### src/ica_error_pkg.sv
package ica_error_pkg;

    // weight word and matrix shape.
    localparam int W_WIDTH  = 26;
    localparam int NUM_ROWS = 4;
    localparam int NUM_COLS = 4;

    // one signed Q-format weight.
    typedef logic signed [W_WIDTH-1:0] weight_t;

    // full 4x4 weight matrix, 416 bits, row major.
    typedef weight_t [NUM_ROWS-1:0][NUM_COLS-1:0] weight_mat_t;

    // most positive and most negative weights.
    localparam weight_t W_MAX = {1'b0, {(W_WIDTH-1){1'b1}}};
    localparam weight_t W_MIN = {1'b1, {(W_WIDTH-1){1'b0}}};

    // an element has converged when its magnitude change is below this.
    localparam weight_t ERR_THRESH = 26'h0000400;

    // number of stage enables issued per iteration.
    localparam int NUM_STAGES = 4;

    // sequencer states, one per pipeline stage plus idle.
    typedef enum logic [2:0] {
        ST_IDLE = 3'd0,
        ST_ABS  = 3'd1,
        ST_SUB  = 3'd2,
        ST_ABS3 = 3'd3,
        ST_OUT  = 3'd4
    } err_state_t;

endpackage

### src/error_controller.sv
`timescale 1ns/100ps

module error_controller (
    input  logic clk_error,
    input  logic rst,
    input  logic en_error,
    output logic error_busy,
    output logic en_abs,
    output logic en_sub,
    output logic en_abs3,
    output logic en_out
);
    import ica_error_pkg::*;

    err_state_t state;
    err_state_t state_nxt;
    logic       start_ok;

    // a start only counts while the sequencer is idle.
    assign start_ok = en_error && (state == ST_IDLE);

    always_comb begin
        state_nxt = state;
        case (state)
            ST_IDLE: begin
                if (start_ok) begin
                    state_nxt = ST_ABS;
                end
            end
            ST_ABS: begin
                state_nxt = ST_SUB;
            end
            ST_SUB: begin
                state_nxt = ST_ABS3;
            end
            ST_ABS3: begin
                state_nxt = ST_OUT;
            end
            ST_OUT: begin
                state_nxt = ST_IDLE;
            end
            default: begin
                state_nxt = ST_IDLE;
            end
        endcase
    end

    always_ff @(posedge clk_error) begin
        if (rst) begin
            state <= ST_IDLE;
        end else begin
            state <= state_nxt;
        end
    end

    // one enable per busy state.
    assign en_abs  = (state == ST_ABS);
    assign en_sub  = (state == ST_SUB);
    assign en_abs3 = (state == ST_ABS3);
    assign en_out  = (state == ST_OUT);

    // busy covers all NUM_STAGES enable cycles.
    assign error_busy = (state != ST_IDLE);

endmodule

### config.mk
export PLATFORM = sky130hd
export DESIGN_NAME = error_controller
export DESIGN_NICKNAME = d
export VERILOG_FILES = /design/src/ica_error_pkg.sv /design/src/error_controller.sv
export SDC_FILE = /design/constraint.sdc
export NUM_CORES = 1
export LEC_CHECK = 0
export ABC_AREA = 1
export BUFFER_PORTS_ARGS = -buffer_cell sky130_fd_sc_hd__clkbuf_2
export CORE_AREA = 2 2 39 41
export DETAILED_ROUTE_END_ITERATION = 7
export DIE_AREA = 0 0 41 43
export PLACE_DENSITY = 0.34
export SYNTH_ARGS = -nofsm -noshare
export SYNTH_HDL_FRONTEND = slang
export SYNTH_SLANG_ARGS = --single-unit
### constraint.sdc
create_clock -name clk_error -period 1.55 [get_ports clk_error]
set_clock_uncertainty 0.15 [all_clocks]
set_input_delay 0.0775 -clock clk_error [delete_from_list [all_inputs] [get_ports clk_error]]
set_output_delay 0.0775 -clock clk_error [all_outputs]
set_load 0.01 [all_outputs]
* After elaboration in Yosys (flattened, before gate mapping)
Index checks and enable logic that the tools add are counted.
Word-level totals: flip-flop bits (word level) 3, bits of input ports 3, output and inout port bits 5, logic and storage cells 11
Operators by class: equality and inequality tests 5, multiplexer cells 2, reduce and logical (&&, ||, !) cells 3
Operators with widths (number):
- $pmux W3 S4 | 1
- $eq A3 B2 Y1 const B | 2
- $eq A3 B1 Y1 const B | 1
- $eq A3 B3 Y1 const B | 1
- $logic_not A3 Y1 | 1
- $mux W3 | 1
- $reduce_bool A3 Y1 | 1
- $ne A2 B2 Y1 const B | 1
- $logic_and A1 B1 Y1 | 1

* Longest topological paths before layout
depth after elaboration 4, depth in mapped cells 3, depth with buffers taken out 3

* Least setup slack after synthesis
Ideal clock, no wire load.
path kind flip-flop to output port, from reg state[1], to out en_out, data arrival time 0.643 ns, data required time 1.322 ns, slack 0.680 ns, stages on the path, launching flop included 2, path buffers 0, cells stage by stage dfxtp_1 > nor3_1
On the way: word-level cells in the longest chain between the ends 1
RTL lines:
- start, declared | RTL line error_controller.sv:15 | err_state_t state;
- start signal, assigned | RTL line error_controller.sv:52 | state <= state_nxt;
- $eq A3 B3 Y1 | RTL line error_controller.sv:60 | assign en_out = (state == ST_OUT);
- end, declared | RTL line error_controller.sv:11 | output logic en_out
No other way between the ends.

* Worst setup path in the final report
from reg state[1], to out en_abs
On the way: word-level cells in the longest chain between the ends 1
RTL lines:
- $eq A3 B1 Y1 | RTL line error_controller.sv:57 | assign en_abs = (state == ST_ABS);
- end, declared | RTL line error_controller.sv:8 | output logic en_abs,
No other way between the ends.

==> metrics.md <==
| Metric | Value |
|---|---|
| ANT nets after route | `0` |
| Setup crit start kind | `flip-flop` |
| Std-Cell Rows | `14` |
| Fmax | `819 MHz` |
| Worst hold-check path type | `flip-flop to flip-flop` |
| Multi-input logic area | `61.3 um2` |
| Worst-skew pair later-pin latency | `0.23 ns` |
| Max FFs per register | `3` |
| Seq/Total Area, Yosys | `0.440` |
| Total via count in the routed design | `163` |
| Largest stage delay, worst path | `0.40 ns` |
| Most common cell after layout, fill and taps aside | `clkbuf_2` |
| Setup TNS | `0 ns` |
| # DRC | `0` |
| Syn Area/Cell | `about 7.6 um2` |
| Share of post-route cells with drive strength above 1 | `0.484` |
| Syn-to-layout area delta | `74.3%` |
| Worst-margin pin slew | `between 0.15 and 0.2 ns` |
| Synth top area share | `0.440` |
| First-pass GRT wire length | `517 um` |
| Num CTS Buffers | `3` |
| Reg clk slew, reported paths | `~0.040 ns` |
| Fillers | `167` |
| Register area | `60.1 um2` |
| Synth Cell Area | `136 um2` |
| Area contributors post-synth | `dfxtp_1, inv_1, nor3_2` |
| Vias in the first global route | `roughly 130` |
| Synthesis-stage register bit count | `3` |
| Status | `finished clean` |
| Clock Path Buffers | `2` |
| PostCTS Resize Cnt | `0` |
| Die H | `around 43 um` |
| Htree depth | `1` |
| DIE AREA | `0.00176 mm2` |
| First-pass detailed-route iteration total | `4` |
| PD cells | `1130 mW/mm2` |
| Pins Over Slew Limit | `0` |
| Number of port buffers | `7` |
| Syn Nets | `21` |
| # IOs | `8` |
| Final WL | `335 um` |
| DIE WIDTH | `41 um` |
| Max_slew headroom | `0.883` |
| Nets | `35` |
| Number of max-cap violations | `0` |
| Initial antenna violation count | `0` |
| Largest net degree at the start of global routing | `5` |
| Static Leak | `0.120 nW` |
| Inst Count DP | `41` |
| Critical path class | `flip-flop to output pin` |
| Hold Vio Cnt, Final | `0` |
| CP endpoint kind | `output pin` |
| DR vias/cell | `approximately 3.5` |
| Aggregate global-route resource usage | `0.0512` |
| Most flops, register | `state` |
| Peak VDD IR | `378 uV` |
| Cells after Synth | `18` |
| Clk sinks | `3` |
| DP HPWL | `255 um` |
| Starting density of the core | `0.0986` |
| Final period utilization | `0.788` |
| DR WL/cell | `around 7.1 um` |
| Post-route minimum period | `1.22 ns` |
| Core area | `0.00138 mm2` |
| RD Place Congestion | `0.550` |
| Largest regs | `state x3` |
| Netlist cell types | `12` |
| CP arrival | `roughly 0.99 ns` |
| Root Buffer | `clkbuf_4` |
| Cell taking the most area after synthesis | `dfxtp_1` |
| CTS tree | `yes` |
| Setup bufs post-CTS | `0` |
| Endpoints failing setup | `0` |
| Crit-path max FO | `4` |
| Most frequent cells in the layout | `clkbuf_2, inv_1, clkbuf_4, dfxtp_1` |
| RSZ-0062 raised after global routing | `false` |
| CP Data Required Time | `between 1 and 1.5 ns` |
| Grt total ovfl | `0` |
| Ant. Diodes | `0` |
| Synth warn | `0` |
| Fin cells | `47` |
| Post-CTS Hold Fix Bufs | `2` |
| CP max-delay cell | `dfxtp_1` |
| Crit path cell chain | `inv_2, nand3_1, inv_1, clkbuf_2` |
| Drt initial violations | `4` |
## metrics by stage
stage	utilization	setup slack (ns)	hold WS (ns)	total power (W)	instance area [um2]
finish	0.172	0.329	0.369	0.000269	238
floorplan	-	0.680	-0.0101	0.000113	136
global placement	0.138	0.568	0.156	0.000130	191
detailed placement	0.138	0.568	0.142	0.000130	191
global route	0.172	0.240	0.403	0.000295	238
CTS	0.172	0.312	0.372	0.000279	238
## report_power, final
part           internal (W)  total (W)  switching, W  leakage (nW)
registers         0.0000827  0.0000884    0.00000568        0.0246
logic             0.0000193  0.0000437     0.0000245        0.0804
clock network     0.0000965   0.000136     0.0000400        0.0150
total              0.000198   0.000269     0.0000702         0.120
## critical path, delay by kind of cell, from the launching register on
family,cells,cell delay (ns)
and+or+nand+nor,1,0.11
DFF,1,0.40
buffers and inverters,3,0.26
## cell usage after synthesis (all sizes together)
master,number
nand2,3
dfxtp,3
nand3,1
a21oi,1
o21ai,1
nor3,2
inv,4
nor2,3
## cells by family after synthesis
logic type / synth area share
AND/OR/NAND/NOR: 0.349
buffers and inverters: 0.110
flip-flops: 0.440
AO/OA/AOI/OAI: 0.101
## layer usage
metal  global-route usage  up-vias  wire (um)
met5                    0        -          0
met4               0.0200        0          0
met3               0.0785        0         60
met2               0.0469       11        119
met1               0.0577       67        155
li1                     -       85          -
## final cells by class
class                           instances  area share
Inverter                                4      0.0632
Tap cell                               16      0.0842
Sequential cell                         3       0.253
Multi-Input combinational cell         11       0.258
Timing Repair Buffer                    9       0.232
Clock buffer                            4       0.111
## final timing paths
path	start	end	slack, ns	depth (start not counted)
setup reg to reg	state[1]	state[1]	0.64	3
setup / recovery	state[1]	en_abs	0.33	4
hold reg to reg	state[0]	state[2]	0.37	2
hold / removal	state[0]	state[2]	0.37	2
Note: power is estimated with default switching activity, not from simulation.
