==> src/ica_error_pkg.sv <==
package ica_error_pkg;

    // weight word and matrix shape.
    localparam int W_WIDTH  = 26;
    localparam int NUM_ROWS = 4;
    localparam int NUM_COLS = 4;

    // one signed Q-format weight.
    typedef logic signed [W_WIDTH-1:0] weight_t;

    // full 4x4 weight matrix, 416 bits, row major.
    typedef weight_t [NUM_ROWS-1:0][NUM_COLS-1:0] weight_mat_t;

    // most positive and most negative weights.
    localparam weight_t W_MAX = {1'b0, {(W_WIDTH-1){1'b1}}};
    localparam weight_t W_MIN = {1'b1, {(W_WIDTH-1){1'b0}}};

    // an element has converged when its magnitude change is below this.
    localparam weight_t ERR_THRESH = 26'h0000400;

    // number of stage enables issued per iteration.
    localparam int NUM_STAGES = 4;

    // sequencer states, one per pipeline stage plus idle.
    typedef enum logic [2:0] {
        ST_IDLE = 3'd0,
        ST_ABS  = 3'd1,
        ST_SUB  = 3'd2,
        ST_ABS3 = 3'd3,
        ST_OUT  = 3'd4
    } err_state_t;

endpackage

==> src/error_out.sv <==
`timescale 1ns/100ps

module error_out (
    input  logic                      clk_error,
    input  logic                      rst,
    input  logic                      en_out,
    input  ica_error_pkg::weight_mat_t w_new,
    input  ica_error_pkg::weight_mat_t diff_mag,
    output ica_error_pkg::weight_mat_t w,
    output logic                      is_converge
);
    import ica_error_pkg::*;

    logic [NUM_ROWS-1:0][NUM_COLS-1:0] below;
    logic                              all_below;

    // strict compare, a change equal to the threshold does not converge.
    always_comb begin
        for (int r = 0; r < NUM_ROWS; r++) begin
            for (int c = 0; c < NUM_COLS; c++) begin
                below[r][c] = (diff_mag[r][c] < ERR_THRESH);
            end
        end
    end

    assign all_below = &below;

    // the accepted matrix becomes the reference for the next iteration.
    always_ff @(posedge clk_error) begin
        if (rst) begin
            w           <= '0;
            is_converge <= 1'b0;
        end else if (en_out) begin
            w           <= w_new;
            is_converge <= all_below;
        end
    end

endmodule

==> config.mk <==
export PLATFORM = sky130hd
export DESIGN_NAME = error_out
export DESIGN_NICKNAME = d
export VERILOG_FILES = /design/src/ica_error_pkg.sv /design/src/error_out.sv
export SDC_FILE = /design/constraint.sdc
export NUM_CORES = 1
export LEC_CHECK = 0
export BUFFER_PORTS_ARGS = -buffer_cell sky130_fd_sc_hd__buf_2
export CAP_MARGIN = 20
export CORE_AREA = 2 2 490 492
export CTS_BUF_LIST = sky130_fd_sc_hd__clkbuf_8
export DETAILED_ROUTE_END_ITERATION = 16
export DIE_AREA = 0 0 492 494
export PLACE_DENSITY_LB_ADDON = 0.2
export SETUP_SLACK_MARGIN = 0.3
export SKIP_CTS_REPAIR_TIMING = 1
export SYNTH_ARGS = -nofsm -noshare
export SYNTH_HDL_FRONTEND = slang
export SYNTH_SLANG_ARGS = --single-unit
export TNS_END_PERCENT = 10
==> constraint.sdc <==
create_clock -name clk_error -period 1.2 [get_ports clk_error]
set_input_delay 0.12 -clock clk_error [delete_from_list [all_inputs] [get_ports clk_error]]
set_output_delay 0.12 -clock clk_error [all_outputs]
set_load 0.02 [all_outputs]
### Word-level counts from Yosys, hierarchy flattened

Index checks and enable logic that the tools add are counted.
Widths: inputs -> output; s select.

* register bits after elaboration: 417
* latch bits: 0
* memory bits (writable): 0
* ROM bits: 0
* input port bits: 835
* output and inout bits: 417
* memories: 0

* add/subtract/negate cells: 0
* multiply operators: 0
* divide/modulo/power cells: 0
* $lt $le $gt $ge: 16
* equality and inequality tests: 0
* shift operators: 0
* mux-type cells: 0
* bitwise logic cells: 0
* reductions and logical operators: 1

Operators with widths (number)
* $lt 26x12->1 const B: 16
* $reduce_and 16->1: 1

### Longest topological paths before layout

* word-level depth: 2
* depth in mapped cells: 7
* gate-level depth less buffers: 5

### Worst setup path after synthesis

Ideal clock, no wire load.

* path type: input -> register
* start point: in en_out
* end point: reg w[167] (netlist bit)
* arrival: 0.955 ns
* setup slack: 0.117 ns
* stages on the path: 6
* path buffers: 4
* cell sequence: buf_2 > buf_2 > buf_4 > buf_6 > mux2i_1 > nor2_1

RTL lines
* start: declaration: RTL line error_out.sv:6 `input logic en_out,`
* end signal: assignment: RTL line error_out.sv:34 `w <= w_new;`
* end: declaration: RTL line error_out.sv:9 `output ica_error_pkg::weight_mat_t w,`

### Worst setup path after layout

* start point: reg w[122] (netlist bit)
* end point: out w[122] (netlist bit)

No word-level cell between the ends.

==> impl_results.rst <==
.. list-table::
   :header-rows: 1

   * - Metric
     - Value
   * - Cell types with the largest area share after synthesis
     - sky130_fd_sc_hd__dfxtp_1 55%, sky130_fd_sc_hd__mux2i_1 28%, sky130_fd_sc_hd__nor2_1 10%
   * - Starting density of the core
     - 6.37%
   * - Unrepaired setup endpoints after global routing
     - true
   * - Setup-failing EPs final
     - 418
   * - Slew HR
     - 20.2%
   * - Total routed wirelength
     - 120000 µm
   * - Via count
     - 17700
   * - Proportion of layout cells with a drive suffix above 1
     - 49.5%
   * - Failing checks
     - negative hold slack, negative setup slack
   * - Sequential area share after synthesis
     - 55.2%
   * - Non-filler cells, final
     - 6405
   * - Data arrival time at the worst-slack endpoint
     - 1360 ps
   * - Number of buffers inserted by port buffering
     - 1091
   * - Fraction of registers with async set or reset after synthesis
     - 0%
   * - First-pass iteration count of the detailed router
     - 4
   * - Number of DRC markers after the initial detailed-route iteration
     - 571
   * - Drc violations
     - 0
   * - Yosys cell types
     - 16
   * - Mean routed wirelength per cell
     - 18.7 µm
   * - Clock buffers created by TritonCTS
     - 93
   * - Remaining global-route overflow
     - 0
   * - Endpoint type of the worst setup path
     - output port
   * - Htree depth
     - 3
   * - Post-Synthesis Net Count
     - 2266
   * - Final critical-path share of the clock period
     - 123%
   * - TritonCTS clock tree
     - yes
   * - VDD IR-drop max
     - 0.000874 V
   * - Leading register cell type out of synthesis
     - sky130_fd_sc_hd__dfxtp_1
   * - Vertical die dimension
     - 494 µm
   * - Number of max-capacitance violations reported
     - 0
   * - Antenna violations before repair
     - 95
   * - Worst Hold Margin
     - -81.8 ps
   * - Worst hold-check path type
     - in2reg
   * - Maximum operating frequency
     - 0.675 GHz
   * - Layout area overhead
     - 127%
   * - Family of cells with the greatest summed delay on the critical path
     - flip-flops
   * - Synth area leader
     - sky130_fd_sc_hd__dfxtp_1
   * - Fill count
     - 27100
   * - Required time of the worst setup path
     - 1080 ps
   * - Final WS setup
     - -281 ps
   * - Total standard cell area after synthesis
     - 0.0151 mm²
   * - Leading cell types by count after synthesis
     - 417 x sky130_fd_sc_hd__dfxtp_1, 417 x sky130_fd_sc_hd__nor2_1, 416 x sky130_fd_sc_hd__mux2i_1
   * - Critical Path Slowest Stage Cell
     - sky130_fd_sc_hd__dfxtp_4
   * - Half-perimeter wire length of the detailed placement result
     - 101000 µm
   * - Power density over the cells
     - 1220 mW/mm²
   * - Clock-pin slew reported for the worst setup and hold paths after clock tree synthesis
     - 60 ps
   * - Register area
     - 0.00876 mm²
   * - Horizontal die dimension
     - 492 µm
   * - Result of the run
     - complete, but fails checks
   * - CORE AREA
     - 0.237 mm²
   * - Synthesized netlist cell count
     - 1431
   * - Standby leakage power
     - 15.7 nW
   * - Gr usage total
     - 9.29%
   * - Worst-path maximum fanout
     - 2
   * - CTS Sinks
     - 417
   * - ANT nets after route
     - 0
   * - Category of the worst setup path launch point
     - register
   * - Skew final
     - 0 ps
   * - Routed via count divided by cell count
     - 2.77
   * - Final max-slew violation count
     - 0
   * - Rows
     - 179
   * - Avg Inst Size Synth
     - 10.6 µm²
   * - Type of the worst setup path
     - reg2out
   * - Utilization after layout
     - 14.5%
   * - Number of buffers between clock root and the deepest sink
     - 3
   * - Area used by multi-input combinational logic
     - 0.00637 mm²
   * - Highest cell delay on the worst timing path
     - 380 ps
   * - Maximum number of pins on one net before global-route repair
     - 42
   * - Number of flops mapped to enable cells by yosys
     - 0
   * - Area enclosed by the die boundary
     - 0.243 mm²
   * - Slew at the pin with the worst max-slew slack
     - 1190 ps
   * - Top cell type's share of synthesized area
     - 55.2%
   * - Buffer and inverter count on the worst path
     - 1
   * - Fin nets
     - 3958
   * - Global-route wire length before repair
     - 151000 µm
   * - Clock period minus worst slack
     - 1480 ps
   * - Number of global-route vias before repair
     - 16100
   * - Number of warnings reported in the yosys synthesis log
     - 0
   * - Flop and latch count out of synthesis
     - 417
   * - Clock tree root driver cell
     - sky130_fd_sc_hd__clkbuf_8
   * - Setup TNS after final layout
     - -92790 ps
   * - I/O pins
     - 1252
   * - Weighted congestion reported at the end of routability-driven placement
     - 0.924
   * - Hold violation count in the final report
     - 1
   * - Sequence of cells on the critical path
     - buf_6
   * - Number of placed instances, taps included
     - 5686
   * - Insertion delay of the later-clocked pin in the worst-skew pair
     - 800 ps
## per-layer routing
metal | global-route usage, % | share of wire, % | vias up
met5 | 0 | 0.39 | -
met4 | 3.49 | 4.4 | 70
met3 | 4.72 | 9.1 | 260
met2 | 15.7 | 48 | 925
met1 | 9.84 | 39 | 8088
li1 | - | - | 8372
## report_power, final
part / internal [mW] / leakage (nW) / switching, mW
logic: 4.12 / 11.0 / 4.11
clock network: 10.5 / 1.16 / 7.91
registers: 14.7 / 3.54 / 0.618
## logic make-up (layout without fill, tap and decap cells)
logic type / after synthesis / count (layout) / synth area share, %
DFF: 417 / 417 / 55.2
buffers and inverters: 93 / 1857 / 3.10
and+or+nand+nor: 488 / 488 / 13.3
muxes: 416 / 416 / 27.5
other: 0 / 43 / 0
AOI/OAI and AO/OA: 17 / 17 / 0.967
## final timing paths
| check | from | to | slack, ps | depth (start not counted) |
|---|---|---|---|---|
| max | w[122] | w[122] | -280 | 1 |
| min | diff_mag[409] | is_converge | -80 | 6 |
| max reg2reg | w[380] | w[380] | 470 | 3 |
| min reg2reg | w[315] | w[315] | 490 | 2 |
## registers in the layout, indices dropped and copies added (netlist names)
register     count
w              416
is_converge      1
## cell type report
cell class / instances / area share (%)
antenna: 43 / 0.313
clock buffer: 116 / 4.64
clock inverter: 51 / 1.42
multi-input combinational: 921 / 18.5
sequential: 417 / 25.5
tap: 3167 / 11.5
timing repair buffer: 1690 / 38.2
## through the flow
step | setup WS, ps | hold slack, ps | total power [mW] | cell area, µm²
finish | -281 | -81.8 | 42.0 | 34400
global route | -446 | -163 | 44.3 | 34400
CTS | -641 | -686 | 41.2 | 27200
detailed placement | -1570 | 360 | 21.8 | 25200
global placement | -1550 | 352 | 21.8 | 25200
floorplan | 166 | 267 | 18.1 | 15200
## layout by cell type (no fill, tap or decap), types with 2 or more instances in the layout
cell type and instances:
sky130_fd_sc_hd__inv_16 2, sky130_fd_sc_hd__buf_12 27, sky130_fd_sc_hd__nor2_1 417, sky130_fd_sc_hd__inv_1 26, sky130_fd_sc_hd__bufinv_16 8, sky130_fd_sc_hd__clkbuf_8 116
sky130_fd_sc_hd__inv_8 2, sky130_fd_sc_hd__nor4_1 43, sky130_fd_sc_hd__buf_4 76, sky130_fd_sc_hd__diode_2 43, sky130_fd_sc_hd__dlygate4sd3_1 506, sky130_fd_sc_hd__clkinvlp_4 3
sky130_fd_sc_hd__dfxtp_2 206, sky130_fd_sc_hd__nor4_2 6, sky130_fd_sc_hd__buf_8 12, sky130_fd_sc_hd__dfxtp_1 170, sky130_fd_sc_hd__buf_2 841, sky130_fd_sc_hd__buf_6 228
sky130_fd_sc_hd__dfxtp_4 41, sky130_fd_sc_hd__a41oi_1 15, sky130_fd_sc_hd__nor3_1 16, sky130_fd_sc_hd__mux2i_1 416, sky130_fd_sc_hd__clkinv_2 8, sky130_fd_sc_hd__nor4_4 2
Note: power is estimated with default switching activity, not from simulation.
