==> src/ica_error_pkg.sv <==
package ica_error_pkg;

    // weight word and matrix shape.
    localparam int W_WIDTH  = 26;
    localparam int NUM_ROWS = 4;
    localparam int NUM_COLS = 4;

    // one signed Q-format weight.
    typedef logic signed [W_WIDTH-1:0] weight_t;

    // full 4x4 weight matrix, 416 bits, row major.
    typedef weight_t [NUM_ROWS-1:0][NUM_COLS-1:0] weight_mat_t;

    // most positive and most negative weights.
    localparam weight_t W_MAX = {1'b0, {(W_WIDTH-1){1'b1}}};
    localparam weight_t W_MIN = {1'b1, {(W_WIDTH-1){1'b0}}};

    // an element has converged when its magnitude change is below this.
    localparam weight_t ERR_THRESH = 26'h0000400;

    // number of stage enables issued per iteration.
    localparam int NUM_STAGES = 4;

    // sequencer states, one per pipeline stage plus idle.
    typedef enum logic [2:0] {
        ST_IDLE = 3'd0,
        ST_ABS  = 3'd1,
        ST_SUB  = 3'd2,
        ST_ABS3 = 3'd3,
        ST_OUT  = 3'd4
    } err_state_t;

endpackage

==> src/error_abs.sv <==
`timescale 1ns/100ps

module error_abs (
    input  logic                      clk_error,
    input  logic                      rst,
    input  logic                      en_abs,
    input  ica_error_pkg::weight_mat_t i,
    output ica_error_pkg::weight_mat_t o
);
    import ica_error_pkg::*;

    weight_mat_t abs_val;

    // element-wise magnitude, most negative input clips to W_MAX.
    always_comb begin
        for (int r = 0; r < NUM_ROWS; r++) begin
            for (int c = 0; c < NUM_COLS; c++) begin
                weight_t e;
                e = i[r][c];
                if (e == W_MIN) begin
                    abs_val[r][c] = W_MAX;
                end else if (e < 0) begin
                    abs_val[r][c] = -e;
                end else begin
                    abs_val[r][c] = e;
                end
            end
        end
    end

    always_ff @(posedge clk_error) begin
        if (rst) begin
            o <= '0;
        end else if (en_abs) begin
            o <= abs_val;
        end
    end

endmodule

==> src/error_diff.sv <==
`timescale 1ns/100ps

module error_diff (
    input  logic                      clk_error,
    input  logic                      rst,
    input  logic                      en_sub,
    input  logic                      en_abs3,
    input  ica_error_pkg::weight_mat_t mag_new,
    input  ica_error_pkg::weight_mat_t mag_old,
    output ica_error_pkg::weight_mat_t o
);
    import ica_error_pkg::*;

    weight_mat_t diff_val;
    weight_mat_t diff_q;

    // both magnitudes are non-negative, so the difference cannot overflow.
    always_comb begin
        for (int r = 0; r < NUM_ROWS; r++) begin
            for (int c = 0; c < NUM_COLS; c++) begin
                diff_val[r][c] = mag_new[r][c] - mag_old[r][c];
            end
        end
    end

    always_ff @(posedge clk_error) begin
        if (rst) begin
            diff_q <= '0;
        end else if (en_sub) begin
            diff_q <= diff_val;
        end
    end

    // magnitude of the change, loaded one cycle after the subtraction.
    error_abs abs_diff_i (
        .clk_error (clk_error),
        .rst       (rst),
        .en_abs    (en_abs3),
        .i         (diff_q),
        .o         (o)
    );

endmodule

==> config.mk <==
export PLATFORM = sky130hd
export DESIGN_NAME = error_diff
export DESIGN_NICKNAME = d
export VERILOG_FILES = /design/src/ica_error_pkg.sv /design/src/error_abs.sv /design/src/error_diff.sv
export SDC_FILE = /design/constraint.sdc
export NUM_CORES = 2
export LEC_CHECK = 0
export ABC_AREA = 1
export BUFFER_PORTS_ARGS = -buffer_cell sky130_fd_sc_hd__buf_4
export CAP_MARGIN = 20
export CORE_AREA = 3 3 481 483
export DETAILED_ROUTE_END_ITERATION = 6
export DIE_AREA = 0 0 484 486
export HOLD_SLACK_MARGIN = 0.06
export SYNTH_ARGS = -nofsm -noshare
export SYNTH_HDL_FRONTEND = slang
export SYNTH_SLANG_ARGS = --single-unit
==> constraint.sdc <==
create_clock -name clk_error -period 3.78 [get_ports clk_error]
set_clock_uncertainty 0.15 [all_clocks]
set_input_delay 0.756 -clock clk_error [delete_from_list [all_inputs] [get_ports clk_error]]
set_output_delay 0.756 -clock clk_error [all_outputs]
set_load 0.02 [all_outputs]
Word-level counts from Yosys, hierarchy flattened
Cells that the tools add are included.
W data, S select, Z words.
{"block": "classes", "add_sub_neg": 32, "order_cmp": 16, "n_eq_ne": 16, "n_mux": 32}
{"operator": "$mux W26", "count": 32}
{"operator": "$eq A26 B26 Y1 const B", "count": 16}
{"operator": "$lt A26 B1 Y1 const B", "count": 16}
{"operator": "$neg A26 Y26", "count": 16}
{"operator": "$sub A26 B26 Y26", "count": 16}
{"block": "word_totals", "regBits": 832, "inputBits": 836, "out_inout_bits": 416, "word_cells": 128}

Logic depth before layout (Yosys ltp)
{"block": "depth", "ltp_word": 3, "depth_mapped": 16, "mapped_depth_nobuf": 16}

Modules after synthesis
Synthesis repeated with hierarchy kept, for this count alone.
{"block": "hier_totals", "cells_unflattened": 12983, "area_unflattened_um2": 72791.1}
{"module": "error_diff", "instances": 1, "cells_per_inst": 8587, "area_per_inst_um2": 46236.8, "seq_area_each_um2": 8328.0}
{"module": "error_abs", "instances": 1, "cells_per_inst": 4396, "area_per_inst_um2": 26554.2, "seq_area_each_um2": 8328.0}

Least setup slack after synthesis
Ideal clock, no wire load.
{"block": "synth_timing", "kind": "in2reg", "startpoint": "input port mag_new[234] (netlist name)", "endpoint": "register diff_q[250] (netlist name)", "setup_time_ns": 0.115, "arrival_ns": 2.196, "required_ns": 3.515, "slack_ns": 1.318, "path_stages": 14, "path_buffers": 0, "path_cell_list": "inv_1 -> ha_1 -> inv_1 -> fa_1 -> nand3_1 -> nand3_1 -> nand2_1 -> nand2_1 -> nand2_1 -> nand3_1 -> nand2_1 -> nand2_1 -> o21ai_0 -> inv_1"}
{"block": "synth_between", "elab_chain_cells": 1}
{"item": "start, declared", "line": "error_diff.sv:8", "rtl": "input ica_error_pkg::weight_mat_t mag_new,"}
{"item": "$sub A26 B26 Y26", "line": "error_diff.sv:21", "rtl": "diff_val[r][c] = mag_new[r][c] - mag_old[r][c];"}
{"item": "end signal, assigned", "line": "error_diff.sv:30", "rtl": "diff_q <= diff_val;"}
{"item": "end, declared", "line": "error_diff.sv:15", "rtl": "weight_mat_t diff_q;"}
Every way passes these cells.
A chain may end at the register's enable or synchronous reset.

Worst setup path in the final report
{"block": "layout_timing", "startpoint": "register diff_q[312] (netlist name)", "endpoint": "register abs_diff_i.o[323] (netlist name)"}
{"block": "layout_between", "elab_chain_cells": 3, "word_cells_on_any_way": 5, "cone_classes": "add/sub: 1; order compare: 1; eq/ne: 1; mux: 2"}
{"item": "$neg A26 Y26 or $lt A26 B1 Y1 (tied branches)", "line": "error_abs.sv:23, error_abs.sv:22"}
{"item": "$mux W26", "line": "error_abs.sv:22", "rtl": "end else if (e < 0) begin"}
{"item": "$mux W26 *", "line": "error_abs.sv:20", "rtl": "if (e == W_MIN) begin"}
Every way passes the cells marked *; elsewhere a longest branch is shown, timed or not.

==> reports/results.ini <==
[power]
netSwitchingPower_w=0.01257
comb_power_share_pct=34.6
p_seq_share_pct=31.8
power.internal_w=0.01999
p_sw_share_pct=38.59
leakage_nw=49.73
p_per_area_mw_per_mm2=371.7
vdd_drop_max_mv=0.3733
p_clk_share_pct=33.5

[synth]
yosys_warnings=0
synthArstFlopShare_pct=0
syn_area_per_cell_um2=5.743
syn_inst=12400
syn-num-nets=13670
synth_ff_type=dfxtp_1
ys_ff_latch=832
ys_types=49
syn-cell-area_mm2=0.07121
yosysSeqAreaShare_pct=23.39
synth_edf_count=0

[die]
die-area_mm2=0.2352
start_util_pct=31.33
die_w_um=484
num_rows=175
die_h_um=486
io_pins=1252
coreArea_mm2=0.2273

[grt]
grt_max_degree=119
antenna_found_initial=25
grt_pass1_vias=72760
grt-ovfl-total=0
grt_use_total_pct=24.14
grt_pass1_wl_um=442500

[worst_setup_path]
rrSetupSlack_ps=1040
path_max_fanout=20
critPathRequiredTime_ps=4280
worstSetupPathType=flip-flop to flip-flop
start_kind=flip-flop
cp-end-kind=flip-flop
critPathArrivalTime_ps=3240

[timing]
fmax_ghz=0.3653
slew_violations=0
hold_viol=0
period_minus_slack_ps=2738
fin_crit_sh_pct=72.42
tns_ps=0
finalSetupViolations=0
max_slew_margin_pct=41.74
worst_pin_slew_ps=872.7
rsz0062_at_grt=false
whs_ps=148.6

[clocking]
hold_buffers=0
postCtsSetupBuffers=0
clk_latency_ps=750
postCtsResizedCells=0
cts_tree=built
cts_root_buf=clkbuf_16
cts_made_buffers=106
clock_sinks=832
cts_buffer_depth=3
htreeDepth=3
clkTransAtPathRegs_ps=60

[placed_design]
place_area_mm2=0.08383
gp_congestion=0.9851
hpwl_um=246600
port_buffers=1251

[final_layout]
areaGrowthSynthToFinish_pct=23.02
final_layout_size_suffix_gt1_share_pct=12.64
layout.nets=14780
final_area_mm2=0.08760

[route]
via_per_inst=4.720
drc_errors=0
route.detailed.wl_per_inst_um=17.89
ant_nets=0
drtIter0Drc=5394
first_pass_iters=6
detail_route.wirelength_um=297500
vias=78470

[flow_run]
cap_violations=0

[run_status]
status=finished clean

[worst_hold_path]
worstHoldPathType=primary input to flip-flop

==> stage by stage <==
| stage | power [W] | utilization, % | setup slack, ps | std cells |
|---|---|---|---|---|
| 5_1_grt | 0.03457 | 38.54 | 891.2 | 16630 |
| 3_5_place_dp | 0.02174 | 36.88 | 588.8 | 16420 |
| 2_1_floorplan | 0.01738 | - | 1318 | 12400 |
| 6_report | 0.03256 | 38.54 | 1042 | 16630 |
| 4_1_cts | 0.03283 | 38.53 | 1083 | 16610 |
| 3_3_place_gp | 0.02173 | 36.88 | 591.9 | 16420 |
==> per-layer routing <==
metal  global-route usage [%]  wire length (um)  vias up
met1                    30.82            129600    35160
met2                    39.87            134700     2334
li1                         -                 -    40620
met5                        0                 0        -
met3                    4.321             19500      352
met4                    10.18             13700        0
==> synthesized netlist by cell type (42+ instances only) <==
cell      number  area (um^2)
nand2_1     3437        12900
and2_1        47        294.0
o21ai_0      758         3794
inv_1       2490         9346
nand4_1      151        944.7
dfxtp_1      832        16660
nor2_1      1389         5214
buf_2         42        210.2
nand3_1      841         4209
a31oi_1       83        519.3
ha_1         416         5205
xor2_1       372         3258
clkbuf_1     213        799.5
nor3_1        66        330.3
inv_2         55        206.5
a21oi_1      810         4054
==> layout make-up <==
cell class              count  area (um^2)
diodes                     14        35.03
clock buffers             142         3030
clock inverters            55        706.9
fillers                 25270       139700
inverters                2552         9599
multi-input cells        8703        43600
flip-flops and latches    832        16660
well taps                3009         3765
repair buffers           1319        10210
==> worst max-delay path, stage by stage, from the launching register on <==
cell and delay [ps]:
dfxtp_1 310, inv_1 160, ha_1 220, nand3_2 120, nor2_2 130, nand2_2 130, nor2_4 160, nand4_2 300
nand2_1 670, nor2_1 180, nor2_1 120
==> flip-flops by register name (all words and copies together), names as in the netlist <==
signal,flops
diff_q,416
abs_diff_i.o,416
==> final timing paths <==
check | startpoint | to | cells past startpoint
worst min register to register | diff_q[232]$_SDFFE_PP0P_ | abs_diff_i.o[232]$_SDFFE_PP0P_ | 2
worst max register to register | diff_q[312]$_SDFFE_PP0P_ | abs_diff_i.o[323]$_SDFFE_PP0P_ | 10
worst min-delay path | mag_old[0] | diff_q[0]$_SDFFE_PP0P_ | 3
worst max-delay path | diff_q[312]$_SDFFE_PP0P_ | abs_diff_i.o[323]$_SDFFE_PP0P_ | 10
==> layout by cell type, fill, tap and decap left out, drive strengths merged, types with 47 or more instances in the layout <==
cell	Yosys	final
a21oi	821	821
a31oi	90	90
and2	47	47
buf	100	1319
clkbuf	213	142
dfxtp	832	832
ha	416	416
inv	2545	2554
nand2	3464	3464
nand3	847	847
nand4	163	163
nor2	1434	1434
nor3	84	84
o21ai	777	777
xor2	372	372
==> power groups by stage <==
| stage | Combinational, W | Clock (W) | Sequential [W] |
|---|---|---|---|
| floorplan | 0.00668 | 0 | 0.0107 |
| global placement | 0.0112 | 0 | 0.0105 |
| detailed placement | 0.0112 | 0 | 0.0105 |
| CTS | 0.0113 | 0.0112 | 0.0104 |
| global route | 0.0126 | 0.0115 | 0.0105 |
| finish | 0.0113 | 0.0109 | 0.0104 |
==> logic make-up after synthesis <==
family	count (synthesis)	share of synthesized area (%)
flops	832	23.39
buf+inv	2865	15.39
simple gates	6132	35.88
compound gates	1761	12.94
fa+ha+maj	432	7.759
xor+xnor	378	4.649
Power figures use the tool's default switching activity.
