## src/ica_error_pkg.sv

```systemverilog
package ica_error_pkg;

    // weight word and matrix shape.
    localparam int W_WIDTH  = 26;
    localparam int NUM_ROWS = 4;
    localparam int NUM_COLS = 4;

    // one signed Q-format weight.
    typedef logic signed [W_WIDTH-1:0] weight_t;

    // full 4x4 weight matrix, 416 bits, row major.
    typedef weight_t [NUM_ROWS-1:0][NUM_COLS-1:0] weight_mat_t;

    // most positive and most negative weights.
    localparam weight_t W_MAX = {1'b0, {(W_WIDTH-1){1'b1}}};
    localparam weight_t W_MIN = {1'b1, {(W_WIDTH-1){1'b0}}};

    // an element has converged when its magnitude change is below this.
    localparam weight_t ERR_THRESH = 26'h0000400;

    // number of stage enables issued per iteration.
    localparam int NUM_STAGES = 4;

    // sequencer states, one per pipeline stage plus idle.
    typedef enum logic [2:0] {
        ST_IDLE = 3'd0,
        ST_ABS  = 3'd1,
        ST_SUB  = 3'd2,
        ST_ABS3 = 3'd3,
        ST_OUT  = 3'd4
    } err_state_t;

endpackage

```

## src/error_abs.sv

```systemverilog
`timescale 1ns/100ps

module error_abs (
    input  logic                      clk_error,
    input  logic                      rst,
    input  logic                      en_abs,
    input  ica_error_pkg::weight_mat_t i,
    output ica_error_pkg::weight_mat_t o
);
    import ica_error_pkg::*;

    weight_mat_t abs_val;

    // element-wise magnitude, most negative input clips to W_MAX.
    always_comb begin
        for (int r = 0; r < NUM_ROWS; r++) begin
            for (int c = 0; c < NUM_COLS; c++) begin
                weight_t e;
                e = i[r][c];
                if (e == W_MIN) begin
                    abs_val[r][c] = W_MAX;
                end else if (e < 0) begin
                    abs_val[r][c] = -e;
                end else begin
                    abs_val[r][c] = e;
                end
            end
        end
    end

    always_ff @(posedge clk_error) begin
        if (rst) begin
            o <= '0;
        end else if (en_abs) begin
            o <= abs_val;
        end
    end

endmodule

```

## config.mk

```make
export PLATFORM = sky130hd
export DESIGN_NAME = error_abs
export DESIGN_NICKNAME = d
export VERILOG_FILES = /design/src/ica_error_pkg.sv /design/src/error_abs.sv
export SDC_FILE = /design/constraint.sdc
export NUM_CORES = 1
export LEC_CHECK = 0
export BUFFER_PORTS_ARGS = -buffer_cell sky130_fd_sc_hd__buf_2
export CORE_AREA = 2 2 324 326
export CTS_CLUSTER_DIAMETER = 100
export DETAILED_ROUTE_END_ITERATION = 8
export DIE_AREA = 0 0 326 328
export PLACE_DENSITY_LB_ADDON = 0.12
export SYNTH_ARGS = -nofsm -noshare
export SYNTH_HDL_FRONTEND = slang
export SYNTH_SLANG_ARGS = --single-unit
```

## constraint.sdc

```tcl
create_clock -name clk_error -period 2.5 [get_ports clk_error]
set_input_delay 0.25 -clock clk_error [delete_from_list [all_inputs] [get_ports clk_error]]
set_output_delay 0.25 -clock clk_error [all_outputs]
set_load 0.02 [all_outputs]
```

# ---- Yosys cells after proc, flatten, opt, wreduce, memory -nomap -nowiden
# Index checks and enable logic that the tools add are counted.
dict set report word_totals {
  regBits 416
  out_inout_bits 416
  inputBits 419
}
dict set report classes {
  n_eq_ne 16
  n_mux 32
  n_addsub 16
  n_lt_le_gt_ge 16
}
# operator n
set op_table {}
lappend op_table {{$mux 26} 32}
lappend op_table {{$eq 26x26->1 const B} 16}
lappend op_table {{$lt 26x1->1 const B} 16}
lappend op_table {{$neg 26->26} 16}

# ---- Logic depth before layout (Yosys ltp)
# Gate-level depths: netlist of run 1.
dict set report logic_depth {
  depth_word 3
  mapped_depth 9
  depth_no_buf 7
}

# ---- Least setup slack after synthesis of run 1
# No wires, ideal clock.
dict set report synth_timing {
  path_type {in2reg}
  startpoint {input port i[130] (netlist bit)}
  endpoint {register o[148] (netlist bit)}
  slack_ns 0.396
  required_ns 2.414
  path_stages 7
  n_path_buf 0
  arrival_time_ns 2.018
  setup_time_ns 0.086
  cell_sequence {inv_1 -> ha_1 -> or4b_2 -> nand4b_1 -> o41ai_1 -> xor2_1 -> a211oi_1}
}
dict set report synth_between {
  elab_chain_len 3
  word_cells_on_any_way 5
}
# element line_no
set synth_lines {}
lappend synth_lines {{start: declaration} error_abs.sv:7} ;# input ica_error_pkg::weight_mat_t i,
lappend synth_lines {{$neg 26->26 or $lt 26x1->1 (tied branches)} {error_abs.sv:23, error_abs.sv:22}}
lappend synth_lines {{$mux 26} error_abs.sv:22} ;# end else if (e < 0) begin
lappend synth_lines {{$mux 26 (*)} error_abs.sv:20} ;# if (e == W_MIN) begin
lappend synth_lines {{end signal: assignment} error_abs.sv:35} ;# o <= abs_val;
lappend synth_lines {{end: declaration} error_abs.sv:8} ;# output ica_error_pkg::weight_mat_t o
# Mark *: on every way between the ends. The rest lies on a longest branch, timed or not.
# A chain may end at the register's enable or synchronous reset.

# ---- Worst setup path in the final report of run 1
# Ends and elaborated chain as after synthesis.

==> flow_summary.yaml, run 1 <==
clock_tree:
  clockBufferDepth: 3
  h-tree-depth: 2
  cts_root_buf: "clkbuf_16"
  cts.sinks: 416
  clk_pin_slew_ns: 0.06
  cts_tree: "yes"
  worstSkewPairLatency_ns: 0.63
  cts_buffers: 56
detailed_routing:
  initialDrtViolationCount: 1095
  drtAntennaViolNets: 0
  wl_per_cell_um: 19.62
  first_pass_iters: 5
  viasPerCell: 4.660
  drt_wl_total_um: 102500
  drc_errors: 0
  via_count: 24350
synthesis:
  synth-seq-cells: 416
  yosysWarnings: 0
  synth.top_cell.area_share_pct: 37.21
  synth-async-reset-ratio_pct: 0
  ys_top_cells_by_area: "dfxtp_1 (37%), xor2_1 (13%), a211oi_1 (12%)"
  syn_area_per_cell_um2: 8.434
  synth_edf_count: 0
  ys_seq_area_share_pct: 37.21
  syn_area_mm2: 0.02238
  synth_ff_type: "dfxtp_1"
  syn_nets: 3089
  synth_top_cell_by_area: "dfxtp_1"
  syn_inst: 2654
  synth_cell_types: 54
worst_setup_path:
  worstPathCellList: "dlygate4sd3_1 > buf_2 > inv_1 > ha_1 > or4b_2 > nand4b_1 > o41ai_1 > xor2_1 > a211oi_1"
  path_class: "in -> reg"
  cpLargestDelayFamily: "simple AND/OR/NAND/NOR gates"
  cp.required_ns: 3.05
  cp_data_arrival_time_ns: 2.92
  cp_num_buf_inv: 3
  cp_max_fo: 6
  crit_path_end_kind: "flip-flop"
  cpPeakStageDelay_ns: 0.64
  cp_slowest_cell: "or4b_2"
  cp-start-kind: "input pin"
global_route:
  grt_util_all_layers_pct: 18.22
  globalRouteOverflowTotal: 0
  grt_max_degree: 65
  grt_pass1_wl_um: 152900
  grt_pass1_vias: 24547
  grt_antenna_before_repair: 9
sta:
  rsz0062_at_grt: "false"
  final.setup.tns_ns: 0
  worst_pin_slew_ns: 1.221
  max_slew_margin_pct: 18.12
  setup_slack_ns: 0.1289
  setup_viol: 0
  skew_ns: 0
  hold_viol: 0
  slew_violations: 0
  fmax_mhz: 421.8
  fin_crit_sh_pct: 94.84
  timing.final.crit_period_ns: 2.371
die:
  dieArea_mm2: 0.1069
  die_h_um: 328
  initial_core_util_pct: 21.69
  num_rows: 118
  die_w_um: 326
  ios: 835
  coreArea_mm2: 0.1032
cells_and_area:
  nNetsFinal: 4230
  final_cell_mix: "buf_2 (832), nor2_1 (443), dfxtp_1 (416)"
  area_growth_pct: 51.37
  final_common_cell: "buf_2"
  drive_gt1_share_pct: 28.00
  largest_registers: "o x416"
  largest_reg_flops: 416
  top_register: "o"
pwr:
  ir_worst_vdd_mv: 0.4878
  power.density_mw_per_mm2: 603.7
  leakagePower_uw: 0.01422
placed_design:
  place.gp.congestion: 0.8299
  hpwl_um: 77920
  dp_slack_ns: 0.03475
  io_buffer_count: 834
job:
  maxCapViolations: 0
worst_hold_path:
  hold_path.class: "in -> reg"
status:
  outcome: "completed"
-- metal layers --
layer | global-route usage [%] | part of all wire [%]
met1 | 20.96 | 40
met2 | 31.87 | 49
met3 | 5.296 | 6.9
met4 | 6.762 | 3.7
met5 | 0 | 0.054
-- layout make-up --
class                      instances  area [um2]
fill                           11178       69320
multi-input combinational       2006       13140
timing repair buffer            1272        8568
sequential                       416        8328
tap                             1380        1727
clock buffer                      79        1660
clock inverter                    27       287.8
inverter                          43       161.4
antenna                            2       5.005
-- what timing repair did --
| action | CTS | global route |
|---|---|---|
| endpoints found under the setup margin | 0 | 3 |
| hold buffers | 344 | 0 |
| setup buffers | 0 | 2 |
| endpoints found under the hold margin | 345 | 0 |
| resized for setup | 0 | 4 |
-- path summary, 6_finish.rpt --
| kind | from | endpoint | slack, ns | cells after the start |
|---|---|---|---|---|
| worst min register to register | o[233] | o[233] | 0.46 | 2 |
| worst max register to register | o[180] | o[180] | 1.26 | 3 |
| worst min-delay path | i[245] | o[245] | 0.05 | 3 |
| worst max-delay path | i[130] | o[148] | 0.13 | 9 |
-- cell families (layout without fill, tap and decap cells) --
logic type / after synthesis / count (layout) / share of synthesized area (%)
AND/OR/NAND/NOR: 886 / 886 / 18.81
XOR/XNOR: 350 / 350 / 13.70
AO/OA/AOI/OAI: 736 / 736 / 24.38
buffers and inverters: 232 / 1421 / 4.209
multiplexers: 18 / 18 / 0.8050
adder cells (fa/ha/maj): 16 / 16 / 0.8944
other: 0 / 2 / 0
flip-flops: 416 / 416 / 37.21
-- synth_stat cells (all sizes together) (2+ instances only) --
| library cell | number |
|---|---|
| nand4b | 7 |
| nand2b | 42 |
| or3 | 43 |
| o41a | 2 |
| nand4 | 28 |
| o21a | 2 |
| nand4bb | 2 |
| o31a | 7 |
| a211oi | 384 |
| nor2b | 21 |
| mux2i | 18 |
| clkbuf | 172 |
| nand2 | 118 |
| nor2 | 443 |
| ha | 16 |
| nor4 | 40 |
| or4 | 37 |
| o41ai | 58 |
| nor4b | 6 |
| xor2 | 325 |
| o21ai | 88 |
| o311ai | 10 |
| nand3b | 11 |
| o211ai | 12 |
| xnor2 | 25 |
| nand3 | 23 |
| a21oi | 32 |
| o31ai | 127 |
| inv | 43 |
| a31oi | 3 |
| buf | 17 |
| dfxtp | 416 |
| a21boi | 7 |
| or4b | 3 |
| nor3 | 44 |
| nor3b | 8 |
| or2 | 8 |
-- power breakdown --
part	total (uW)	switching, uW	internal [uW]
Combinational	4500	2710	1790
Clock	8520	3390	5140
Sequential	7430	279	7150
Total	20500	6370	14100
-- metrics by stage --
stage	power, uW	std cells	hold slack [ns]	cell area (um2)	util (%)
after floorplan	9775	2654	0.3937	22380	-
after global placement	11660	4771	0.4507	28460	27.57
after detailed placement	11650	4771	0.4562	28460	27.57
after CTS	20820	5221	0.00003536	33850	32.80
after global routing	21470	5225	0.02782	33880	32.83
final	20450	5225	0.05083	33880	32.83
-- worst register-to-register path, stage by stage, from the launching register on --
cell and delay (ns):
dfxtp_1 0.32, nor2_1 0.04, nor4_1 0.24, dlygate4sd3_1 0.58
No activity file was read; power rests on OpenSTA's default activity.
==> inputs of run 2 (changes only) <==
--- a/config.mk
+++ b/config.mk
@@ -6,10 +6,13 @@
 export NUM_CORES = 1
 export LEC_CHECK = 0
 export BUFFER_PORTS_ARGS = -buffer_cell sky130_fd_sc_hd__buf_2
-export CORE_AREA = 2 2 324 326
+export CELL_PAD_IN_SITES_DETAIL_PLACEMENT = 0
+export CELL_PAD_IN_SITES_GLOBAL_PLACEMENT = 2
+export CORE_AREA = 2 2 322 324
 export CTS_CLUSTER_DIAMETER = 100
 export DETAILED_ROUTE_END_ITERATION = 8
-export DIE_AREA = 0 0 326 328
+export DIE_AREA = 0 0 324 326
+export HOLD_SLACK_MARGIN = 0.08
 export PLACE_DENSITY_LB_ADDON = 0.12
 export SYNTH_ARGS = -nofsm -noshare
 export SYNTH_HDL_FRONTEND = slang
==> run 2 against run 1 <==
  * Global-route usage is 1.5 points higher
  * Setup slack worse by 0.087 ns
  * First-iteration DRC count is 13% lower
  * Combinational power is 7.6% higher
  * Register-to-register slack worse by 0.02 ns
  * Core utilization is 2.3 points higher
  * Final cell count is 3.8% higher
  * Sequential share of layout area is 1.5 points lower
  * Sequential power hardly changed
  * Largest cell class unchanged
  * Highest routed layer unchanged
==> flow_summary.yaml, run 2 (synthesis results as in run 1) <==
status:
  outcome: "completed"
worst_setup_path:
  crit_path_end_kind: "flip-flop"
  cp_max_fo: 4
  cp_data_arrival_time_ns: 3.01
  r2r-start: "o[180]"
  endpoint: "o[386]"
  cp-start-kind: "input pin"
  cp.required_ns: 3.05
  r2r_setup_slack_ns: 1.24
  r2r_end: "o[180]"
  worstSetupStartpoint: "i[381]"
  r2r_cells: 3
  path_class: "in -> reg"
placed_design:
  hpwl_um: 82200
  io_buffer_count: 834
  dp_slack_ns: -0.03872
  place.gp.congestion: 0.8639
cells_and_area:
  largest_registers: "o x416"
  top_register: "o"
  final_core_util_pct: 35.13
  final_cell_mix: "buf_2 (830), dlygate4sd3_1 (508), nor2_1 (441)"
  area_growth_pct: 61.06
  multi_input_area_mm2: 0.01347
  drive_gt1_share_pct: 28.26
  nNetsFinal: 4413
  regArea_mm2: 0.008328
  largest_reg_flops: 416
  final_common_cell: "buf_2"
  nFillCells: 10977
detailed_routing:
  via_count: 25352
  viasPerCell: 4.675
  drc_errors: 0
  drt_wl_total_um: 108800
  wl_per_cell_um: 20.07
  first_pass_iters: 5
  initialDrtViolationCount: 958
  drtAntennaViolNets: 0
clock_tree:
  cts.sinks: 416
  h-tree-depth: 2
  cts_root_buf: "clkbuf_16"
  cts_tree: "yes"
  cts_buffers: 58
  clk_pin_slew_ns: 0.05
  worstSkewPairLatency_ns: 0.64
  clockBufferDepth: 3
global_route:
  grt_antenna_before_repair: 17
  grt_pass1_wl_um: 161700
  grt_pass1_vias: 26025
  grt_util_all_layers_pct: 19.75
  grt_max_degree: 77
  globalRouteOverflowTotal: 0
sta:
  timing.final.crit_period_ns: 2.458
  setup_viol: 0
  setup_slack_ns: 0.04242
  fin_crit_sh_pct: 98.30
  skew_ns: 0
  slew_violations: 0
  max_slew_margin_pct: 16.20
  fmax_mhz: 406.9
  worst_pin_slew_ns: 1.250
  hold_viol: 0
  hold_ws_ns: 0.1235
  final.setup.tns_ns: 0
die:
  dieArea_mm2: 0.1056
  initial_core_util_pct: 21.81
  die_w_um: 324
  num_rows: 118
  ios: 835
  die_h_um: 326
  coreArea_mm2: 0.1026
pwr:
  leakagePower_uw: 0.01514
  power.density_mw_per_mm2: 589.0
  ir_worst_vdd_mv: 0.4898
worst_hold_path:
  min_path_cells: 3
  hold_path.class: "in -> reg"
job:
  maxCapViolations: 0
run 2: cell count changes in the layout (fill, tap and decap cells not counted), moves of 10 or more:
cell	previous run	this run
dlygate4sd3_1	344	508
buf_4	76	99
o41ai_1	58	47
diode_2	2	16
o41ai_2	0	10
run 2: worst min-delay path by stage:
stage,slack (ns),start,end
floorplan,0.39,i[408],o[408]
finish,0.12,en_abs,o[285]
global placement,0.46,o[311],o[311]
global route,0.13,i[143],o[143]
detailed placement,0.46,o[155],o[155]
CTS,0.08,i[143],o[143]
run 2: final cells by class:
class	instances	share of cell area (%)
tap	1380	4.790
clock buffer	94	5.050
multi-input combinational	2006	37.37
timing repair buffer	1453	28.51
sequential	416	23.10
antenna	16	0.1111
clock inverter	15	0.6247
inverter	43	0.4477
run 2: per-layer routing:
layer	routed length [um]	track usage [%]
met1	42440	21.79
met2	55020	35.62
met5	11	0
met4	4257	8.031
met3	7108	5.135
run 2: through the flow:
step                      area [um2]  cells  power [uW]
final                          36050   5423       21230
after global routing           36050   5423       22280
after CTS                      35580   5396       21580
after detailed placement       28420   4776       11650
after global placement         28420   4776       11650
after floorplan                22380   2654        9775
run 2: worst max-delay path, cell delays in order:
cell and delay, ns:
dlygate4sd3_1 0.56, buf_2 0.16, or4_4 0.44, or3_4 0.37
o41ai_4 0.37, xor2_1 0.10, dlygate4sd3_1 0.57, a211oi_2 0.20
run 2: repair_timing:
action / CTS / global route
resized for setup: 0 / 66
hold buffers: 511 / 0
buffers inserted: 0 / 14
setup endpoints to repair: 0 / 65
endpoints found under the hold margin: 410 / 0
run 2: power by group:
group / switching, uW / internal [uW] / leakage, uW / total [uW]
sequential: 303 / 7150 / 0.00346 / 7460
combinational: 2780 / 2060 / 0.0107 / 4840
clock: 3390 / 5550 / 0.00101 / 8940
total: 6480 / 14800 / 0.0151 / 21200
==> inputs of run 3 (changes only) <==
--- a/config.mk
+++ b/config.mk
@@ -5,6 +5,7 @@
 export SDC_FILE = /design/constraint.sdc
 export NUM_CORES = 1
 export LEC_CHECK = 0
+export ABC_AREA = 1
 export BUFFER_PORTS_ARGS = -buffer_cell sky130_fd_sc_hd__buf_2
 export CELL_PAD_IN_SITES_DETAIL_PLACEMENT = 0
 export CELL_PAD_IN_SITES_GLOBAL_PLACEMENT = 2
==> run 3 against run 2 <==
  * Flip-flop and latch count stayed put
  * Clock power is 2% higher
  * Register-to-register slack worse by 0.13 ns
==> flow_summary.yaml, run 3 <==
die:
  dieArea_mm2: 0.1056
  initial_core_util_pct: 25.71
  num_rows: 118
  coreArea_mm2: 0.1026
  die_w_um: 324
  die_h_um: 326
  ios: 835
clock_tree:
  postCtsSetupBuffers: 0
  clockBufferDepth: 3
  cts_tree: "yes"
  cts_root_buf: "clkbuf_16"
  h-tree-depth: 2
  clk_pin_slew_ns: 0.06
  cts.sinks: 416
  worstSkewPairLatency_ns: 0.65
  cts_buffers: 57
detailed_routing:
  drtAntennaViolNets: 0
  initialDrtViolationCount: 1662
  viasPerCell: 4.567
  drt_wl_total_um: 129700
  via_count: 32308
  wl_per_cell_um: 18.34
  first_pass_iters: 7
  drc_errors: 0
placed_design:
  hpwl_um: 100800
  place.gp.congestion: 0.8679
  io_buffer_count: 834
sta:
  rsz0062_at_grt: "false"
  fin_crit_sh_pct: 97.12
  worst_pin_slew_ns: 0.8463
  hold_viol: 0
  skew_ns: 0
  final.setup.tns_ns: 0
  timing.final.crit_period_ns: 2.428
  fmax_mhz: 411.9
  slew_violations: 0
  max_slew_margin_pct: 43.58
  setup_viol: 0
cells_and_area:
  largest_registers: "o x416"
  largest_reg_flops: 416
  nFillCells: 11557
  area_growth_pct: 47.29
  nNetsFinal: 6045
  final_cell_mix: "nand2_1 (1033), nor2_1 (887), buf_2 (832)"
  top_register: "o"
  drive_gt1_share_pct: 19.05
  final_common_cell: "nand2_1"
synthesis:
  yosysWarnings: 0
  ys_seq_area_share_pct: 31.57
  syn_nets: 4815
  synth_ff_type: "dfxtp_1"
  synth_edf_count: 0
  synth-seq-cells: 416
  synthTopCellsByCount: "nand2_1 (1033), nor2_1 (895), o21ai_0 (476), dfxtp_1 (416), inv_1 (396)"
  synth-async-reset-ratio_pct: 0
  synth_most_common_cell: "nand2_1"
  syn_area_mm2: 0.02638
  syn_inst: 4380
  ys_top_cells_by_area: "dfxtp_1 (32%), nand2_1 (15%), nor2_1 (13%)"
  syn_area_per_cell_um2: 6.023
  synth_top_cell_by_area: "dfxtp_1"
  synth_cell_types: 47
  synth.top_cell.area_share_pct: 31.57
status:
  outcome: "completed"
worst_hold_path:
  hold_path.class: "in -> reg"
pwr:
  power.density_mw_per_mm2: 556.5
  leakagePower_uw: 0.01924
  ir_worst_vdd_mv: 0.5129
  finalPower_uw: 21620
worst_setup_path:
  cp_slowest_cell: "dlygate4sd3_1"
  cp_max_fo: 3
  cp-start-kind: "input pin"
  cpPeakStageDelay_ns: 0.56
  cpMostUsedCell: "dlygate4sd3_1"
  cp.required_ns: 3.08
  path_class: "in -> reg"
  cpLargestDelayFamily: "buffers and inverters"
  cp_data_arrival_time_ns: 3.01
  worstPathCellList: "dlygate4sd3_1 > buf_2 > nor2_1 > nand2_1 > nor2_1 > nand3_1 > o21ai_0 > nand2_1 > dlygate4sd3_1 > a21oi_1 > dlygate4sd3_1"
  cp_num_buf_inv: 4
  crit_path_end_kind: "flip-flop"
global_route:
  grt_pass1_vias: 32016
  grt_max_degree: 108
  grt_util_all_layers_pct: 23.60
  grt_antenna_before_repair: 48
  grt_pass1_wl_um: 192500
  globalRouteOverflowTotal: 0
job:
  maxCapViolations: 0
run 3: cell count changes after synthesis, moves of 42 or more:
cell / change
nor2_1: +452
nand2b_1: -42
xor2_1: -220
o21ai_0: +388
nand2_1: +915
nand3_1: +307
a21oi_1: +172
or3_1: -42
inv_1: +353
o41ai_1: -58
a211oi_1: -361
a31oi_1: +43
clkbuf_1: -60
o31ai_1: -126
run 3: final cells by class:
cell class | instances | area, um2 | area share (%)
inverter | 408 | 1541 | 3.967
sequential | 416 | 8328 | 21.43
clock buffer | 82 | 1683 | 4.331
clock inverter | 26 | 396.6 | 1.021
multi-input combinational | 3387 | 15850 | 40.79
tap | 1380 | 1727 | 4.444
antenna | 35 | 87.58 | 0.2254
timing repair buffer | 1340 | 9241 | 23.79
run 3: kinds of logic after synthesis:
kind of cell,count (synthesis),synth area share [%]
AO/OA/AOI/OAI,750,14.68
XOR/XNOR,155,5.146
adder cells (fa/ha/maj),16,0.7589
buffers and inverters,577,8.623
flip-flops,416,31.57
AND/OR/NAND/NOR,2466,39.22
run 3: repair_timing:
| action | CTS | global route |
|---|---|---|
| hold buffers | 457 | 0 |
| gates resized for setup | 0 | 21 |
| endpoints found under the hold margin | 408 | 0 |
| endpoints found under the setup margin | 0 | 11 |
run 3: metal layers:
layer	up-vias	track usage, %	routed length [um]
li1	16610	-	-
met1	14694	27.96	54320
met2	771	40.54	61570
met3	211	6.173	8571
met4	22	8.897	5140
met5	-	0	122
run 3: power by group:
part | leakage (uW) | internal (uW) | switching (uW)
Clock | 0.00101 | 5680 | 3450
Sequential | 0.00345 | 7130 | 256
Combinational | 0.0148 | 1920 | 3180
run 3: worst reg2reg max path: stages (launching register included):
cell and delay (ns):
dfxtp_1 0.55, o21ai_0 0.13, nor2_1 0.11, dlygate4sd3_1 0.55
run 3: through the flow:
| stage | cell area, um2 | worst slack [ns] | instances | hold WS, ns | utilization, % |
|---|---|---|---|---|---|
| floorplan | 26380 | 1.032 | 4380 | 0.3812 | - |
| global placement | 32040 | 0.2507 | 6474 | 0.4498 | 31.22 |
| detailed placement | 32040 | 0.2353 | 6474 | 0.4540 | 31.22 |
| CTS | 38690 | 0.01394 | 7039 | 0.08004 | 37.71 |
| global route | 38840 | 0.01615 | 7069 | 0.1300 | 37.85 |
| finish | 38850 | 0.07206 | 7074 | 0.1064 | 37.86 |
run 3: worst paths after layout:
check | slack [ns] | cells after the start | from | to
max | 0.07 | 11 | i[344] | o[362]
min | 0.11 | 7 | i[391] | o[391]
max reg2reg | 1.11 | 3 | o[382] | o[382]
min reg2reg | 0.46 | 2 | o[233] | o[233]
